File: src/logic/ql_pkg.sv
`default_nettype none

package ql_pkg;

  // ====================
  // Widths
  typedef logic [15:0] word_t;          // Bus data word
  typedef logic [7:0]  byte_t;
  typedef logic [31:0] rtc_t;           // Seconds count
  typedef logic [5:0]  reg_off_t;       // Word offset in the I/O area
  typedef logic [3:0]  ipc_cmd_t;
  typedef logic [63:0] kbd_matrix_t;    // Row r at bits 8r+7..8r
  typedef logic [8:0]  pitch_t;
  typedef logic [14:0] duration_t;      // In sound ticks
  typedef logic [63:0] sound_params_t;

  // ====================
  // Register map
  localparam reg_off_t REG_TIMER_HI = 6'd0;
  localparam reg_off_t REG_TIMER_LO = 6'd1;
  localparam reg_off_t REG_IPC_IRQ  = 6'd16;

  // IPC commands handled here
  localparam ipc_cmd_t CMD_STATUS     = 4'd1;
  localparam ipc_cmd_t CMD_READ_KEY   = 4'd8;
  localparam ipc_cmd_t CMD_KEY_ROW    = 4'd9;
  localparam ipc_cmd_t CMD_SET_SOUND  = 4'd10;
  localparam ipc_cmd_t CMD_KILL_SOUND = 4'd11;

  // Bit positions in pending byte and ack field
  localparam int IRQ_BIT_IPC   = 1;
  localparam int IRQ_BIT_VSYNC = 3;

  // Sound timing
  localparam int SOUND_TICK_CYCLES = 1944;  // About 70 us at 27 MHz
  localparam int TONE_STEP_CYCLES  = 8;

  typedef enum logic [1:0] {IPC_CMD, IPC_REPLY, IPC_PARAM, IPC_SOUND} ipc_state_e;
  typedef enum logic [1:0] {BEEP_IDLE, BEEP_TIMED, BEEP_ENDLESS} beep_state_e;

endpackage

`default_nettype wire

File: src/logic/ql_rtc.sv
`default_nettype none
`timescale 1ns/10ps

module ql_rtc import ql_pkg::*; #(
  parameter int p_clk_hz = 27000000
) (
  input  wire        clk_cpu,
  input  wire        reset,
  input  wire        i_clr,
  input  wire        i_adj,
  input  wire byte_t i_adj_byte,
  output rtc_t       o_time
);

  localparam int PRE_W = $clog2(p_clk_hz);

  logic [PRE_W-1:0] prescaler;
  logic [1:0]       byte_idx;   // Next byte to adjust

  always_ff @(posedge clk_cpu) begin
    if (reset) begin
      prescaler <= '0;
      byte_idx  <= '0;
      o_time    <= '0;
    end else begin
      if (prescaler == PRE_W'(p_clk_hz - 1)) begin  // One second
        prescaler <= '0;
        o_time    <= o_time + 1'b1;
      end else begin
        prescaler <= prescaler + 1'b1;
      end
      // Clear also restarts the current second
      if (i_clr) begin
        prescaler <= '0;
        byte_idx  <= '0;
        o_time    <= '0;
      end
      if (i_adj) begin
        o_time[{byte_idx, 3'b000} +: 8] <= i_adj_byte;
        byte_idx                        <= byte_idx + 1'b1;
      end
    end
  end

endmodule

`default_nettype wire

File: src/logic/ql_irq_ctrl.sv
`default_nettype none
`timescale 1ns/10ps

module ql_irq_ctrl import ql_pkg::*; (
  input  wire        clk_cpu,
  input  wire        reset,
  input  wire        i_vsync,      // Active low
  input  wire        i_key_event,
  input  wire        i_wr,
  input  wire byte_t i_wr_byte,
  output byte_t      o_pending,
  output logic       o_irq_n
);

  logic       vsync_q;
  logic       vsync_irq;
  logic       ipc_irq;
  logic [2:0] irq_mask;
  logic [4:0] irq_ack;

  assign irq_ack = i_wr ? i_wr_byte[4:0] : 5'b0;

  always_ff @(posedge clk_cpu) begin
    if (reset) begin
      vsync_q   <= 1'b1;
      vsync_irq <= 1'b0;
      ipc_irq   <= 1'b0;
      irq_mask  <= '0;
    end else begin
      vsync_q <= i_vsync;
      // Ack beats a new set
      if (irq_ack[IRQ_BIT_VSYNC]) vsync_irq <= 1'b0;
      else if (vsync_q && !i_vsync) vsync_irq <= 1'b1;  // Falling edge
      if (irq_ack[IRQ_BIT_IPC]) ipc_irq <= 1'b0;
      else if (i_key_event) ipc_irq <= 1'b1;
      if (i_wr) irq_mask <= i_wr_byte[7:5];
    end
  end

  // Mask shows in the top bits, latches below
  always_comb begin
    o_pending                = '0;
    o_pending[7:5]           = irq_mask;
    o_pending[IRQ_BIT_VSYNC] = vsync_irq;
    o_pending[IRQ_BIT_IPC]   = ipc_irq;
  end

  assign o_irq_n = ~|o_pending[4:0];  // Only latched interrupts request

endmodule

`default_nettype wire

File: src/logic/ql_ipc.sv
`default_nettype none
`timescale 1ns/10ps

module ql_ipc import ql_pkg::*; (
  input  wire              clk_cpu,
  input  wire              reset,
  input  wire              i_bit_wr,
  input  wire              i_bit,
  input  wire              i_key_event,
  input  wire              i_key_press,
  input  wire kbd_matrix_t i_kbd_matrix,
  output logic             o_reply_bit,
  output logic             o_sound_start,
  output pitch_t           o_sound_pitch,
  output duration_t        o_sound_duration,
  output logic             o_sound_kill
);

  ipc_state_e    state;
  logic [5:0]    bit_cnt;      // Writes seen in current state
  logic [5:0]    reply_last;   // Reply length minus one
  word_t         reply;
  logic          key_pressed;
  ipc_cmd_t      shift_sr;     // Command or parameter nibble
  ipc_cmd_t      shift_next;
  sound_params_t sound_sr;
  sound_params_t sound_next;
  byte_t         pitch_byte;
  logic          cmd_done;
  logic [2:0]    key_row;
  logic [2:0]    key_col;
  byte_t         row_bits;
  word_t         read_key_reply;

  assign shift_next = {shift_sr[2:0], i_bit};  // MSB first
  assign sound_next = {sound_sr[62:0], i_bit};
  assign cmd_done   = i_bit_wr && (state == IPC_CMD) && (bit_cnt == 6'd3);

  // ====================
  // Key encoder
  always_comb begin
    key_row = 3'd7;
    for (int r = 6; r >= 0; r--) begin
      if (|i_kbd_matrix[8*r +: 8]) key_row = 3'(r);
    end
  end

  // Modifier plus another row 7 key hides cols 0..2
  assign row_bits = i_kbd_matrix[{key_row, 3'b000} +: 8] &
                    ((key_row == 3'd7 && |i_kbd_matrix[58:56] && |i_kbd_matrix[63:59]) ?
                     8'hf8 : 8'hff);

  always_comb begin
    key_col = 3'd7;
    for (int c = 7; c >= 0; c--) begin
      if (row_bits[c]) key_col = 3'(c);
    end
  end

  assign read_key_reply = {4'b0001, 1'b0, i_kbd_matrix[56], i_kbd_matrix[57],
                           i_kbd_matrix[58], 2'b00, ~key_row, key_col};

  // ====================
  // Command engine
  always_ff @(posedge clk_cpu) begin
    if (reset) begin
      state       <= IPC_CMD;
      bit_cnt     <= '0;
      reply_last  <= '0;
      reply       <= '0;
      key_pressed <= 1'b0;
    end else begin
      if (i_bit_wr) begin
        bit_cnt <= bit_cnt + 1'b1;
        case (state)
          IPC_CMD: begin
            if (bit_cnt == 6'd3) begin
              bit_cnt <= '0;
              case (shift_next)
                CMD_STATUS: begin
                  state       <= IPC_REPLY;
                  reply       <= {7'b0, key_pressed, 8'b0};
                  reply_last  <= 6'd7;
                  key_pressed <= 1'b0;
                end
                CMD_READ_KEY: begin
                  state      <= IPC_REPLY;
                  reply      <= read_key_reply;
                  reply_last <= 6'd15;
                end
                CMD_KEY_ROW:   state <= IPC_PARAM;
                CMD_SET_SOUND: state <= IPC_SOUND;
                default: ;  // Kill goes out as a strobe
              endcase
            end
          end
          IPC_REPLY: begin
            reply <= {reply[14:0], 1'b0};
            if (bit_cnt == reply_last) begin
              state   <= IPC_CMD;
              bit_cnt <= '0;
            end
          end
          IPC_PARAM: begin
            if (bit_cnt == 6'd3) begin  // Row in low 3 bits
              state      <= IPC_REPLY;
              bit_cnt    <= '0;
              reply      <= {i_kbd_matrix[{shift_next[2:0], 3'b000} +: 8], 8'b0};
              reply_last <= 6'd7;
            end
          end
          IPC_SOUND: begin
            if (bit_cnt == 6'd63) begin
              state   <= IPC_CMD;
              bit_cnt <= '0;
            end
          end
        endcase
      end
      if (i_key_event && i_key_press) key_pressed <= 1'b1;
    end
  end

  always_ff @(posedge clk_cpu) begin
    if (i_bit_wr) shift_sr <= shift_next;
    if (i_bit_wr && state == IPC_SOUND) sound_sr <= sound_next;
  end

  assign o_reply_bit = reply[15];

  // Sound strobes leave with the last bit
  assign pitch_byte       = sound_next[63:56];
  assign o_sound_start    = i_bit_wr && (state == IPC_SOUND) && (bit_cnt == 6'd63);
  assign o_sound_pitch    = pitch_t'({pitch_byte == 8'd0, pitch_byte}) + 9'd8;  // 0 means 256
  assign o_sound_duration = {sound_next[22:16], sound_next[31:24]};
  assign o_sound_kill     = cmd_done && (shift_next == CMD_KILL_SOUND);

endmodule

`default_nettype wire

File: src/logic/ql_beeper.sv
`default_nettype none
`timescale 1ns/10ps

module ql_beeper import ql_pkg::*; (
  input  wire            clk_cpu,
  input  wire            reset,
  input  wire            i_start,
  input  wire pitch_t    i_pitch,
  input  wire duration_t i_duration,
  input  wire            i_kill,
  output logic           o_audio,
  output logic           o_sound_active
);

  localparam int TICK_W = $clog2(SOUND_TICK_CYCLES);
  localparam int TONE_W = $bits(pitch_t) + $clog2(TONE_STEP_CYCLES);

  beep_state_e       state;
  logic [TICK_W-1:0] tick_cnt;
  logic              tick_last;
  logic [TONE_W-1:0] tone_cnt;
  logic [TONE_W-1:0] half_period;
  duration_t         remaining;
  pitch_t            pitch_q;

  assign tick_last   = (tick_cnt == TICK_W'(SOUND_TICK_CYCLES - 1));
  assign half_period = TONE_W'(pitch_q * TONE_STEP_CYCLES);

  always_ff @(posedge clk_cpu) begin
    if (reset) begin
      state    <= BEEP_IDLE;
      tick_cnt <= '0;
      tone_cnt <= '0;
      o_audio  <= 1'b0;
    end else if (i_kill) begin
      state   <= BEEP_IDLE;
      o_audio <= 1'b0;
    end else if (i_start) begin
      state    <= (i_duration == '0) ? BEEP_ENDLESS : BEEP_TIMED;
      tick_cnt <= '0;
      tone_cnt <= '0;
      o_audio  <= 1'b0;
    end else if (state != BEEP_IDLE) begin
      // Tone
      if (tone_cnt == half_period - 1'b1) begin
        tone_cnt <= '0;
        o_audio  <= ~o_audio;
      end else begin
        tone_cnt <= tone_cnt + 1'b1;
      end
      // Duration
      if (tick_last) begin
        tick_cnt <= '0;
        if (state == BEEP_TIMED && remaining == '0) begin
          state   <= BEEP_IDLE;
          o_audio <= 1'b0;  // Silent once done
        end
      end else begin
        tick_cnt <= tick_cnt + 1'b1;
      end
    end
  end

  always_ff @(posedge clk_cpu) begin
    if (i_start) begin
      remaining <= i_duration;
      pitch_q   <= i_pitch;
    end else if (state == BEEP_TIMED && tick_last && remaining != '0) begin
      remaining <= remaining - 1'b1;
    end
  end

  assign o_sound_active = (state != BEEP_IDLE);

endmodule

`default_nettype wire

File: src/logic/ql_io_top.sv
`default_nettype none
`timescale 1ns/10ps

module ql_io_top import ql_pkg::*; #(
  parameter int p_clk_hz = 27000000
) (
  input  wire         clk_cpu,
  input  wire         reset,
  input  wire reg_off_t    i_bus_off,
  input  wire         i_bus_wr,
  input  wire         i_bus_uds,
  input  wire         i_bus_lds,
  input  wire word_t       i_bus_wdata,
  output word_t       o_bus_rdata,
  input  wire         i_vsync,
  input  wire         i_key_event,
  input  wire         i_key_press,
  input  wire kbd_matrix_t i_kbd_matrix,
  output logic        o_irq_n,
  output logic        o_audio,
  output logic        o_sound_active
);

  logic      rtc_clr;
  logic      rtc_adj;
  logic      ipc_bit_wr;
  logic      irq_wr;
  rtc_t      rtc_time;
  byte_t     irq_pending;
  logic      ipc_reply_bit;
  byte_t     ipc_status;
  logic      sound_start;
  logic      sound_kill;
  pitch_t    sound_pitch;
  duration_t sound_duration;

  // ====================
  // Write strobes
  assign rtc_clr    = i_bus_wr && (i_bus_off == REG_TIMER_HI) && i_bus_uds;
  assign rtc_adj    = i_bus_wr && (i_bus_off == REG_TIMER_HI) && i_bus_lds;
  assign ipc_bit_wr = i_bus_wr && (i_bus_off == REG_TIMER_LO) && i_bus_lds;
  assign irq_wr     = i_bus_wr && (i_bus_off == REG_IPC_IRQ) && i_bus_lds;

  assign ipc_status = {ipc_reply_bit, 7'b0};  // IPC never busy

  // Read data
  always_comb begin
    case (i_bus_off)
      REG_TIMER_HI: o_bus_rdata = rtc_time[31:16];
      REG_TIMER_LO: o_bus_rdata = rtc_time[15:0];
      REG_IPC_IRQ:  o_bus_rdata = {ipc_status, irq_pending};
      default:      o_bus_rdata = '0;
    endcase
  end

  ql_rtc #(.p_clk_hz(p_clk_hz)) u_rtc (
    .clk_cpu    (clk_cpu),
    .reset      (reset),
    .i_clr      (rtc_clr),
    .i_adj      (rtc_adj),
    .i_adj_byte (i_bus_wdata[7:0]),
    .o_time     (rtc_time)
  );

  ql_irq_ctrl u_irq (
    .clk_cpu     (clk_cpu),
    .reset       (reset),
    .i_vsync     (i_vsync),
    .i_key_event (i_key_event),
    .i_wr        (irq_wr),
    .i_wr_byte   (i_bus_wdata[7:0]),
    .o_pending   (irq_pending),
    .o_irq_n     (o_irq_n)
  );

  ql_ipc u_ipc (
    .clk_cpu          (clk_cpu),
    .reset            (reset),
    .i_bit_wr         (ipc_bit_wr),
    .i_bit            (i_bus_wdata[1]),  // Data bit 1 carries the IPC bit
    .i_key_event      (i_key_event),
    .i_key_press      (i_key_press),
    .i_kbd_matrix     (i_kbd_matrix),
    .o_reply_bit      (ipc_reply_bit),
    .o_sound_start    (sound_start),
    .o_sound_pitch    (sound_pitch),
    .o_sound_duration (sound_duration),
    .o_sound_kill     (sound_kill)
  );

  ql_beeper u_beeper (
    .clk_cpu        (clk_cpu),
    .reset          (reset),
    .i_start        (sound_start),
    .i_pitch        (sound_pitch),
    .i_duration     (sound_duration),
    .i_kill         (sound_kill),
    .o_audio        (o_audio),
    .o_sound_active (o_sound_active)
  );

endmodule

`default_nettype wire

File: config.mk
export PLATFORM = sky130hd
export DESIGN_NAME = ql_io_top
export DESIGN_NICKNAME = d
export VERILOG_FILES = /design/src/logic/ql_pkg.sv /design/src/logic/ql_rtc.sv /design/src/logic/ql_irq_ctrl.sv /design/src/logic/ql_ipc.sv /design/src/logic/ql_beeper.sv /design/src/logic/ql_io_top.sv
export SDC_FILE = /design/constraint.sdc
export NUM_CORES = 1
export LEC_CHECK = 0
export BUFFER_PORTS_ARGS = -buffer_cell sky130_fd_sc_hd__buf_4
export CAP_MARGIN = 0
export CORE_MARGIN = 4
export CORE_UTILIZATION = 34
export CTS_CLUSTER_DIAMETER = 60
export DETAILED_ROUTE_END_ITERATION = 8
export PLACE_DENSITY = 0.57
export SETUP_SLACK_MARGIN = 0.1
export SYNTH_ARGS = -nofsm -noshare
export SYNTH_HDL_FRONTEND = slang
export SYNTH_SLANG_ARGS = --single-unit
File: constraint.sdc
create_clock -name clk_cpu -period 5.78 [get_ports clk_cpu]
set_clock_uncertainty 0.2 [all_clocks]
set_input_delay 1.156 -clock clk_cpu [delete_from_list [all_inputs] [get_ports clk_cpu]]
set_output_delay 1.156 -clock clk_cpu [all_outputs]
set_load 0.005 [all_outputs]
# Yosys cells after proc, flatten, opt, wreduce, memory -nomap -nowiden
# Cells that the tools add are included.
op_classes:
  addsub: 10
  n_eq_ne: 24
  shifts: 4
  n_bitwise: 4
  n_reduce_logical: 62
  mux: 63
op_table:
  columns: ["cell", "n"]
  rows:
  - ["32-bit two-way mux", 4]
  - ["16-bit one-hot mux with 3 select lines", 2]
  - ["64-bit by 7-bit indexed part select with 7-bit output", 1]
  - ["64-bit by 7-bit indexed part select with 8-bit output", 1]
  - ["8-bit OR reduction", 7]
  - ["12-bit two-way mux", 3]
  - ["11-bit two-way mux", 3]
  - ["32-bit by 1-bit adder with 32-bit output (second input constant)", 1]
  - ["32-bit bitwise mux", 1]
  - ["16-bit two-way mux", 2]
  - ["16-bit one-hot mux with 2 select lines", 1]
  - ["8-bit by 7-bit variable shift with 32-bit output (first input constant)", 1]
  - ["8-bit by 7-bit indexed part select with 32-bit output", 1]
  - ["15-bit zero test", 2]
  - ["15-bit two-way mux", 2]
  - ["2-bit two-way mux", 15]
  - ["6-bit two-way mux", 5]
  - ["3-bit two-way mux", 9]
  - ["25-bit by 1-bit adder with 25-bit output (second input constant)", 1]
  - ["25-bit equality test (second input constant)", 1]
  - ["6-bit one-hot mux with 2 select lines", 2]
  - ["2-bit nonzero test", 11]
  - ["1-bit logical AND", 19]
  - ["6-bit one-hot mux with 3 select lines", 1]
  - ["45 further kinds", 71]
word_totals:
  output_inout_bits: 19
  register_bits: 212
  in_bits: 94
  elab_cells: 187

# Logic depth before layout (Yosys ltp)
# Gate-level depths: netlist of the first run.
logic_depth:
  depth_word: 23
  mapped_depth: 14
  ltp_nobuf: 12

# By module
# From an unflattened synthesis of the first run, not the netlist that was laid out.
hier_totals:
  hier_cells: 1138
  area_unflattened_um2: 11357.1
modules_own_cells:
  columns: ["module", "n_inst", "area_per_inst_um2", "cells_per_inst", "seq_area_each_um2"]
  rows:
  - ["ql_ipc", 1, 4822.1, 405, 2522.4]
  - ["ql_rtc", 1, 3294.4, 382, 1181.1]
  - ["ql_beeper", 1, 2657.5, 287, 1241.2]
  - ["ql_io_top", 1, 325.3, 38, 0.0]
  - ["ql_irq_ctrl", 1, 257.7, 26, 120.1]

# Worst setup path after synthesis of the first run
# Ideal clock, no wire load.
synth_timing:
  kind: "input to register"
  startpoint: "in i_bus_off[1]"
  endpoint: "reg u_beeper.remaining[0], data pin"
  n_path_buf: 3
  t_arrival_ns: 4.948
  required_time_ns: 5.299
  setup_time_ns: 0.281
  path_slack_ns: 0.351
  path_stages: 11
  path_cell_list: "or4_1 buf_2 nor2b_1 nand3_1 inv_2 and2_1 nand2_1 inv_2 clkbuf_1 clkbuf_1 o21ai_0"
synth_via:
  elab_chain_cells: 6
synth_rtl:
  columns: ["element", "line_no", "source"]
  rows:
  - ["start: declaration", "ql_io_top.sv:9", "input wire reg_off_t i_bus_off,"]
  - ["6-bit by 1-bit equality test with 1-bit output", "ql_io_top.sv:41", "assign ipc_bit_wr = i_bus_wr && (i_bus_off == REG_TIMER_LO) && i_bus_lds;"]
  - ["1-bit logical AND (2 in series)", "ql_io_top.sv:41", null]
  - ["1-bit logical AND (2 in series)", "ql_ipc.sv:133", "assign o_sound_start = i_bit_wr && (state == IPC_SOUND) && (bit_cnt == 6'd63);"]
  - ["via sound_start", "ql_io_top.sv:32", "logic sound_start;"]
  - ["15-bit two-way mux", "ql_beeper.sv:65", "if (i_start) begin"]
  - ["end signal: assignment", "ql_beeper.sv:66", "remaining <= i_duration;"]
  - ["end signal: assignment", "ql_beeper.sv:69", "remaining <= remaining - 1'b1;"]
  - ["end: declaration", "ql_beeper.sv:23", "duration_t remaining;"]
# The timed path passes the listed nets, and every way through them passes these cells.
# A chain may end at the register's enable or synchronous reset.

# Final worst setup path of the first run
layout_timing:
  startpoint: "in i_kbd_matrix[18]"
  endpoint: "reg u_ipc.reply[0]"
layout_via:
  elab_chain_cells: 16
  word_cells_on_any_way: 20
  classes_between: "1 x eq/ne; 1 x shift; 14 x mux; 1 x bitwise; 3 x reduce/logical"
layout_rtl:
  columns: ["element", "line_no", "source"]
  rows:
  - ["start: declaration", "ql_io_top.sv:18", "input wire kbd_matrix_t i_kbd_matrix,"]
  - ["8-bit OR reduction", "ql_ipc.sv:44", "if (|i_kbd_matrix[8*r +: 8]) key_row = 3'(r);"]
  - ["3-bit two-way mux (3 in series)", "ql_ipc.sv:44", null]
  - ["64-bit by 7-bit indexed part select with 7-bit output", "ql_ipc.sv:49", "assign row_bits = i_kbd_matrix[{key_row, 3'b000} +: 8] &"]
  - ["7-bit AND *", "ql_ipc.sv:49", null]
  - ["1-bit two-way mux", "ql_ipc.sv:56", "if (row_bits[c]) key_col = 3'(c);"]
  - ["2-bit two-way mux (2 in series)", "ql_ipc.sv:56", null]
  - ["3-bit two-way mux (3 in series)", "ql_ipc.sv:56", null]
  - ["3-bit two-way mux *", "ql_ipc.sv:56", null]
  - ["16-bit one-hot mux with 2 select lines *", "ql_ipc.sv:79", "case (shift_next)"]
  - ["16-bit two-way mux *", "ql_ipc.sv:77", "if (bit_cnt == 6'd3) begin"]
  - ["16-bit one-hot mux with 3 select lines *", "ql_ipc.sv:75", "case (state)"]
  - ["end signal: assignment", "ql_ipc.sv:82", "reply <= {7'b0, key_pressed, 8'b0};"]
  - ["end signal: assignment", "ql_ipc.sv:88", "reply <= read_key_reply;"]
  - ["end signal: assignment", "ql_ipc.sv:98", "reply <= {reply[14:0], 1'b0};"]
  - ["end: declaration", "ql_ipc.sv:22", "word_t reply;"]
# Every way passes the cells marked *; elsewhere a longest branch is shown, timed or not. The select of a mux whose other input is x is not followed.

==> reports/metrics.csv, run 1 <==
metric;value;unit
drv_cap;0;
setup-violations-final;0;
initial_utilization;34.60;%
via_per_inst;5.214;
synthSimpleGateAreaFrac;21.32;%
synth_compound_area_share;11.43;%
crit_path_end;u_ipc.reply[0]$_SDFFE_PP0P_;
synth_top_family_by_area;simple AND/OR/NAND/NOR gates;
worst_pin_slew;1.015;ns
core_area;0.03075;mm2
cts_buffer_depth;3;
drcViolationCount;0;
yosysWarningCount;0;
hold_buffers;0;
synth_top_area_share;25.40;%
drt-initial-drc-count;516;
grt_use_total;14.96;%
startpoint;i_kbd_matrix[18];
crit_arrival;4.40;ns
rr_endpoint;u_rtc.o_time[31]$_SDFF_PP0_;
finalCriticalPeriod;4.202;ns
power.total;3049;uW
cts_max_level;1;
synth_seq_area_share;47.60;%
syn_inst;1103;
nNetsFinal;1310;
clk_latency;0.51;ns
outcome;completed;
hp-class;flip-flop to flip-flop;
min_period_over_period;72.70;%
synth_area_leaders;edfxtp_1 25%, dfxtp_1 22%, nor2_1 5.5%, xor2_1 4.5%, nand2_1 4.1%;
diodes;0;
post_cts_resized;0;
powerDensity;243.8;mW/mm2
cts_tree;yes;
antenna_left;0;
cts-buffers-inserted;23;
drv_slew;0;
firstDrtPassIters;5;
synthXorXnorAreaFrac;7.984;%
ys_ff_latch;208;
portBuffers;104;
area_growth;17.52;%
timing.final.hold_violations;0;
worst_r2r_path_depth;9;
cts_root_buffer;clkbuf_16;
irDropWorstVdd;0.2078;mV
worstSetupPathType;input pin to flip-flop;
setup_tns;0;ns
reg2reg_from;u_rtc.prescaler[8]$_SDFF_PP0_;
synth_cell_types;74;
rsz0062_at_grt;false;
yosysMostFrequentCell;nor2_1;
cts.clk_slew.worst_paths;0.06;ns
cp.required;5.98;ns
die_area;0.03419;mm2
synth_edf_count;90;
async_flop_share;0;%
synth.avg_cell_area;9.647;um2
antenna_found_initial;0;
yosysTopAreaCell;edfxtp_1;
fp.dieH;184.9;um
drive_gt1_share;15.39;%
hold-worst-slack;0.2133;ns
fin_area;0.01250;mm2
wl;26040;um
clkSinkCount;208;
startpoint_type;input pin;
place_area;0.01180;mm2
gr-total-overflow;0;
rows;64;
synthTopCellsByCount;156 x nor2_1, 118 x dfxtp_1, 117 x nand2_1;
rrSetupSlack;2.53;ns
crit_fanout;19;
yosys_most_used_dff;dfxtp_1;
place_congestion;0.8415;
synth_area;0.01064;mm2
synthesis.nets;1215;
grt_pass1_wl;42390;um
dpl.hpwl;18610;um
num_vias;8399;
slew_headroom;32.34;%
postCtsSetupBuffers;0;
io_pins;113;
grt_max_degree;64;
synthAdderAreaFrac;2.117;%
post_drt_wl_per_cell;16.16;um
worstSetupEndpointType;flip-flop;
synth_mux_area_share;7.103;%
die_x;184.9;um
grt_pass1_vias;8090;
nFillCells;3105;
fmax;238.0;MHz
cellLeakagePower;0.004433;uW
layout by cell type, fill, tap and decap left out, types with 9 or more instances in the layout:
master,n
buf_4,112
dfxtp_1,118
nand2b_1,11
xnor2_1,42
mux2_2,9
mux4_2,17
o21ai_0,35
and3_1,10
or3_1,14
clkbuf_1,9
mux2i_1,26
nand4_1,19
o21ai_1,17
nor4_1,23
edfxtp_1,90
clkbuf_16,23
a21oi_1,62
nand2_1,117
xor2_1,55
a211oi_1,11
ha_1,18
inv_1,21
nand3_1,52
nor3_1,20
nor2_1,156
or4_1,9
a22o_1,10
area by class of cell:
class                   instances  area, um2  share of cell area (%)
multi-input cells             830       5316                   42.52
clock inverters                10      91.34                  0.7304
flip-flops and latches        208       5065                   40.50
repair buffers                112      840.8                   6.724
clock buffers                  32      609.3                   4.873
inverters                      23      86.33                  0.6904
well taps                     396      495.5                   3.962
metrics by stage:
step                      instances  worst slack [ns]  util (%)
after detailed placement       1569             1.081     38.39
after floorplan                1103            0.3506         -
after global routing           1611             1.302     40.67
after CTS                      1611             1.647     40.67
after global placement         1569             1.083     38.39
final                          1611             1.578     40.67
per-layer routing:
metal  vias up  global-route usage [%]  share of wire [%]
met5         -                       0                  0
met4         0                   3.846                2.2
met3        38                   2.416                4.8
met2       190                   23.55                 45
met1      3977                   21.54                 48
li1       4194                       -                  -
worst max-delay path, cell delays in order:
cell and delay [ns]:
buf_4 0.12, or4_1 0.53, a211oi_1 0.23, a211o_1 0.67, and2_1 0.51, o211ai_1 0.16
a41oi_1 0.45, o2111ai_1 0.17, o211a_1 0.14, o41ai_1 0.24
how the worst min path moves through the flow:
stage	slack, ns	cells past startpoint	endpoint	startpoint
finish	0.21	0	u_ipc.sound_sr[3]$_DFFE_PP_	u_ipc.sound_sr[2]$_DFFE_PP_
global route	0.22	0	u_ipc.sound_sr[3]$_DFFE_PP_	u_ipc.sound_sr[2]$_DFFE_PP_
CTS	0.21	0	u_ipc.sound_sr[3]$_DFFE_PP_	u_ipc.sound_sr[2]$_DFFE_PP_
detailed placement	0.20	0	u_ipc.sound_sr[52]$_DFFE_PP_	u_ipc.sound_sr[51]$_DFFE_PP_
global placement	0.20	0	u_ipc.sound_sr[1]$_DFFE_PP_	u_ipc.sound_sr[0]$_DFFE_PP_
floorplan	0.20	0	u_ipc.sound_sr[10]$_DFFE_PP_	u_ipc.sound_sr[9]$_DFFE_PP_
power breakdown:
| part | switching [uW] | internal [uW] | leakage [uW] | total (uW) |
|---|---|---|---|---|
| sequential | 3.73 | 1520 | 0.00176 | 1530 |
| clock | 583 | 788 | 0.000335 | 1370 |
| combinational | 75.9 | 73.6 | 0.00234 | 150 |
| total | 663 | 2390 | 0.00443 | 3050 |
registers in the layout, summed over array words and instances (netlist names), 9 cells and up:
register and count:
u_ipc.reply 16, u_beeper.remaining 15, u_beeper.tick_cnt 11, u_rtc.o_time 32, u_ipc.sound_sr 63, u_rtc.prescaler 25
u_beeper.pitch_q 9, u_beeper.tone_cnt 12
cells by family after synthesis:
kind of cell               after synthesis
adders and majority gates               18
buffers and inverters                   65
AOI/OAI and AO/OA                      192
muxes                                   53
xor gates and xnor gates                97
DFF                                    208
and+or+nand+nor                        470
Power figures use the tool's default switching activity.
==> inputs of run 2 (changes only) <==
--- a/config.mk
+++ b/config.mk
@@ -11,7 +11,7 @@
 export CORE_UTILIZATION = 34
 export CTS_CLUSTER_DIAMETER = 60
 export DETAILED_ROUTE_END_ITERATION = 8
-export PLACE_DENSITY = 0.57
+export PLACE_DENSITY = 0.59
 export SETUP_SLACK_MARGIN = 0.1
 export SYNTH_ARGS = -nofsm -noshare
 export SYNTH_HDL_FRONTEND = slang
==> constraint.sdc (replaced) <==
create_clock -name clk_cpu -period 3.7 [get_ports clk_cpu]
set_clock_uncertainty 0.2 [all_clocks]
set_input_delay 0.74 -clock clk_cpu [delete_from_list [all_inputs] [get_ports clk_cpu]]
set_output_delay 0.74 -clock clk_cpu [all_outputs]
set_load 0.005 [all_outputs]
==> run 2 against run 1 <==
Die area unchanged. Cell count increased by 2.0%. Hold slack got worse by 0.0011 ns. Core utilization increased by 0.98 points. Flip-flop and latch count unchanged. Largest power group unchanged.
==> reports/metrics.csv, run 2 (same netlist as run 1, synthesis figures left out) <==
metric;value;unit
outcome;completed;
crit_arrival;2.37;ns
wl;26460;um
fin_util;41.65;%
die_area;0.03419;mm2
regMostFlops;u_ipc.sound_sr;
drv_cap;0;
portBuffers;104;
worst_r2r_path_depth;9;
finalCriticalPeriod;3.305;ns
post_cts_resized;0;
core_area;0.03075;mm2
antenna_found_initial;0;
holdPathStages;0;
grt_pass1_wl;42930;um
timing.final.hold_violations;0;
clkSinkCount;208;
postCtsSetupBuffers;0;
gr-total-overflow;0;
largest_register_ffs;63;
grt_max_degree;64;
die_x;184.9;um
rsz0062_at_grt;false;
worstSetupPathType;input pin to output pin;
num_vias;8665;
powerDensity;378.7;mW/mm2
pwr-share-comb;4.9;%
grt-busiest-layer;met2;
drv_slew;0;
multi_input_area;0.005325;mm2
cts_max_level;1;
p_clk_share;45.9;%
switchingPower;1036;uW
drive_gt1_share;18.36;%
nNetsFinal;1343;
grt_use_total;15.03;%
cellLeakagePower;0.004625;uW
cts-buffers-inserted;22;
cts_root_buffer;clkbuf_16;
cts_tree;yes;
rows;64;
seqPwrFrac;49.2;%
worst_pin_slew;0.7676;ns
cts.clk_slew.worst_paths;0.06;ns
reg2reg_from;u_rtc.prescaler[8]$_SDFF_PP0_;
grt_use_met1;20.90;%
grt_pass1_vias;8325;
rr_endpoint;u_rtc.o_time[31]$_SDFF_PP0_;
hold-worst-slack;0.2122;ns
rrSetupSlack;0.49;ns
worstSetupEndpointType;output pin;
cp_top_family;simple AND/OR/NAND/NOR gates;
drt-initial-drc-count;550;
min_period_over_period;89.32;%
firstDrtPassIters;7;
dpl.hpwl;19090;um
fp.dieH;184.9;um
cpPeakStageDelay;0.58;ns
cp_slowest_cell;or4_1;
hold_buffers;0;
hp-class;flip-flop to flip-flop;
nFillCells;3115;
cts_buffer_depth;3;
clk_latency;0.50;ns
area_growth;20.37;%
cpMostUsedCell;buf_4;
drcViolationCount;0;
post_drt_wl_per_cell;16.11;um
final_common_cell;nor2_1;
fin_area;0.01281;mm2
worstHoldStart;u_ipc.sound_sr[22]$_DFFE_PP_;
fmax;302.6;MHz
place_congestion;0.8629;
holdPathEnd;u_ipc.sound_sr[23]$_DFFE_PP_;
final_cell_mix;155 x nor2_1, 145 x buf_4, 118 x dfxtp_1;
use_met2;25.01;%
cellInternalPower;3813;uW
switching_share;21.37;%
setup-violations-final;0;
setup_tns;0;ns
ff_latch_area;0.005065;mm2
grt_util_met3;2.200;%
via_per_inst;5.274;
reg.largest.list;u_ipc.sound_sr x63, u_rtc.o_time x32, u_rtc.prescaler x25;
startpoint_type;input pin;
antenna_left;0;
slew_headroom;48.36;%
cp.required;2.76;ns
path_cells;buf_4 -> or4_1 -> buf_4 -> nor3_1 -> buf_12 -> a22o_1 -> buf_4;
path_buf_inv;4;
diodes;0;
irDropWorstVdd;0.3369;mV
place_area;0.01208;mm2
crit_fanout;12;
io_pins;113;
initial_utilization;34.60;%
run 2: cell count changes in the layout (fill, tap and decap cells not counted), sizes merged:
cell,change
clkinvlp,-1
buf,+34
clkbuf,-6
bufinv,+2
clkinv,+3
run 2: how the worst max path moves through the flow:
stage                startpoint  cells after the start                                to  slack (ns)
2_1_floorplan      i_bus_off[1]                     11  u_beeper.remaining[11]$_DFFE_PP_        0.10
3_3_place_gp   i_kbd_matrix[18]                     11       u_ipc.reply[2]$_SDFFE_PP0P_        0.09
3_5_place_dp   i_kbd_matrix[18]                     11       u_ipc.reply[2]$_SDFFE_PP0P_        0.03
4_1_cts            i_bus_off[1]                      7                   o_bus_rdata[13]        0.38
5_1_grt        i_kbd_matrix[18]                     11       u_ipc.reply[2]$_SDFFE_PP0P_        0.32
6_report           i_bus_off[1]                      7                   o_bus_rdata[14]        0.39
run 2: metrics by stage:
| step | total power, uW | instances | worst slack [ns] |
|---|---|---|---|
| after floorplan | 2537 | 1103 | 0.1041 |
| after global placement | 2674 | 1603 | 0.08659 |
| after detailed placement | 2675 | 1603 | 0.03412 |
| after CTS | 4914 | 1643 | 0.3810 |
| after global routing | 5035 | 1643 | 0.3191 |
| final | 4850 | 1643 | 0.3950 |
run 2: worst reg2reg max path: stages (launching register included):
cell	delay [ns]
dfxtp_1	0.34
or3_1	0.39
nor4_2	0.33
nand4_2	0.21
or4_1	0.73
nor3_4	0.32
nand3_2	0.12
nor2_1	0.23
xnor2_1	0.16
o21ai_1	0.07
run 2: layout make-up:
type,count,share of cell area (%)
repair buffers,146,8.656
clock buffers,26,4.416
inverters,23,0.6741
flip-flops and latches,208,39.55
multi-input cells,830,41.58
clock inverters,14,1.260
well taps,396,3.869
run 2: power groups by stage:
stage / sequential [uW] / combinational [uW] / clock, uW
6_report: 2390 / 240 / 2220
5_1_grt: 2390 / 258 / 2390
3_5_place_dp: 2440 / 239 / 0
4_1_cts: 2390 / 239 / 2290
3_3_place_gp: 2440 / 237 / 0
2_1_floorplan: 2430 / 102 / 0
run 2: metal layers:
metal  wire length, um  vias to the layer above
met2             12410                      218
met3              1288                       41
li1                  -                     4264
met4               482                        0
met1             12290                     4142
met5                 0                        -
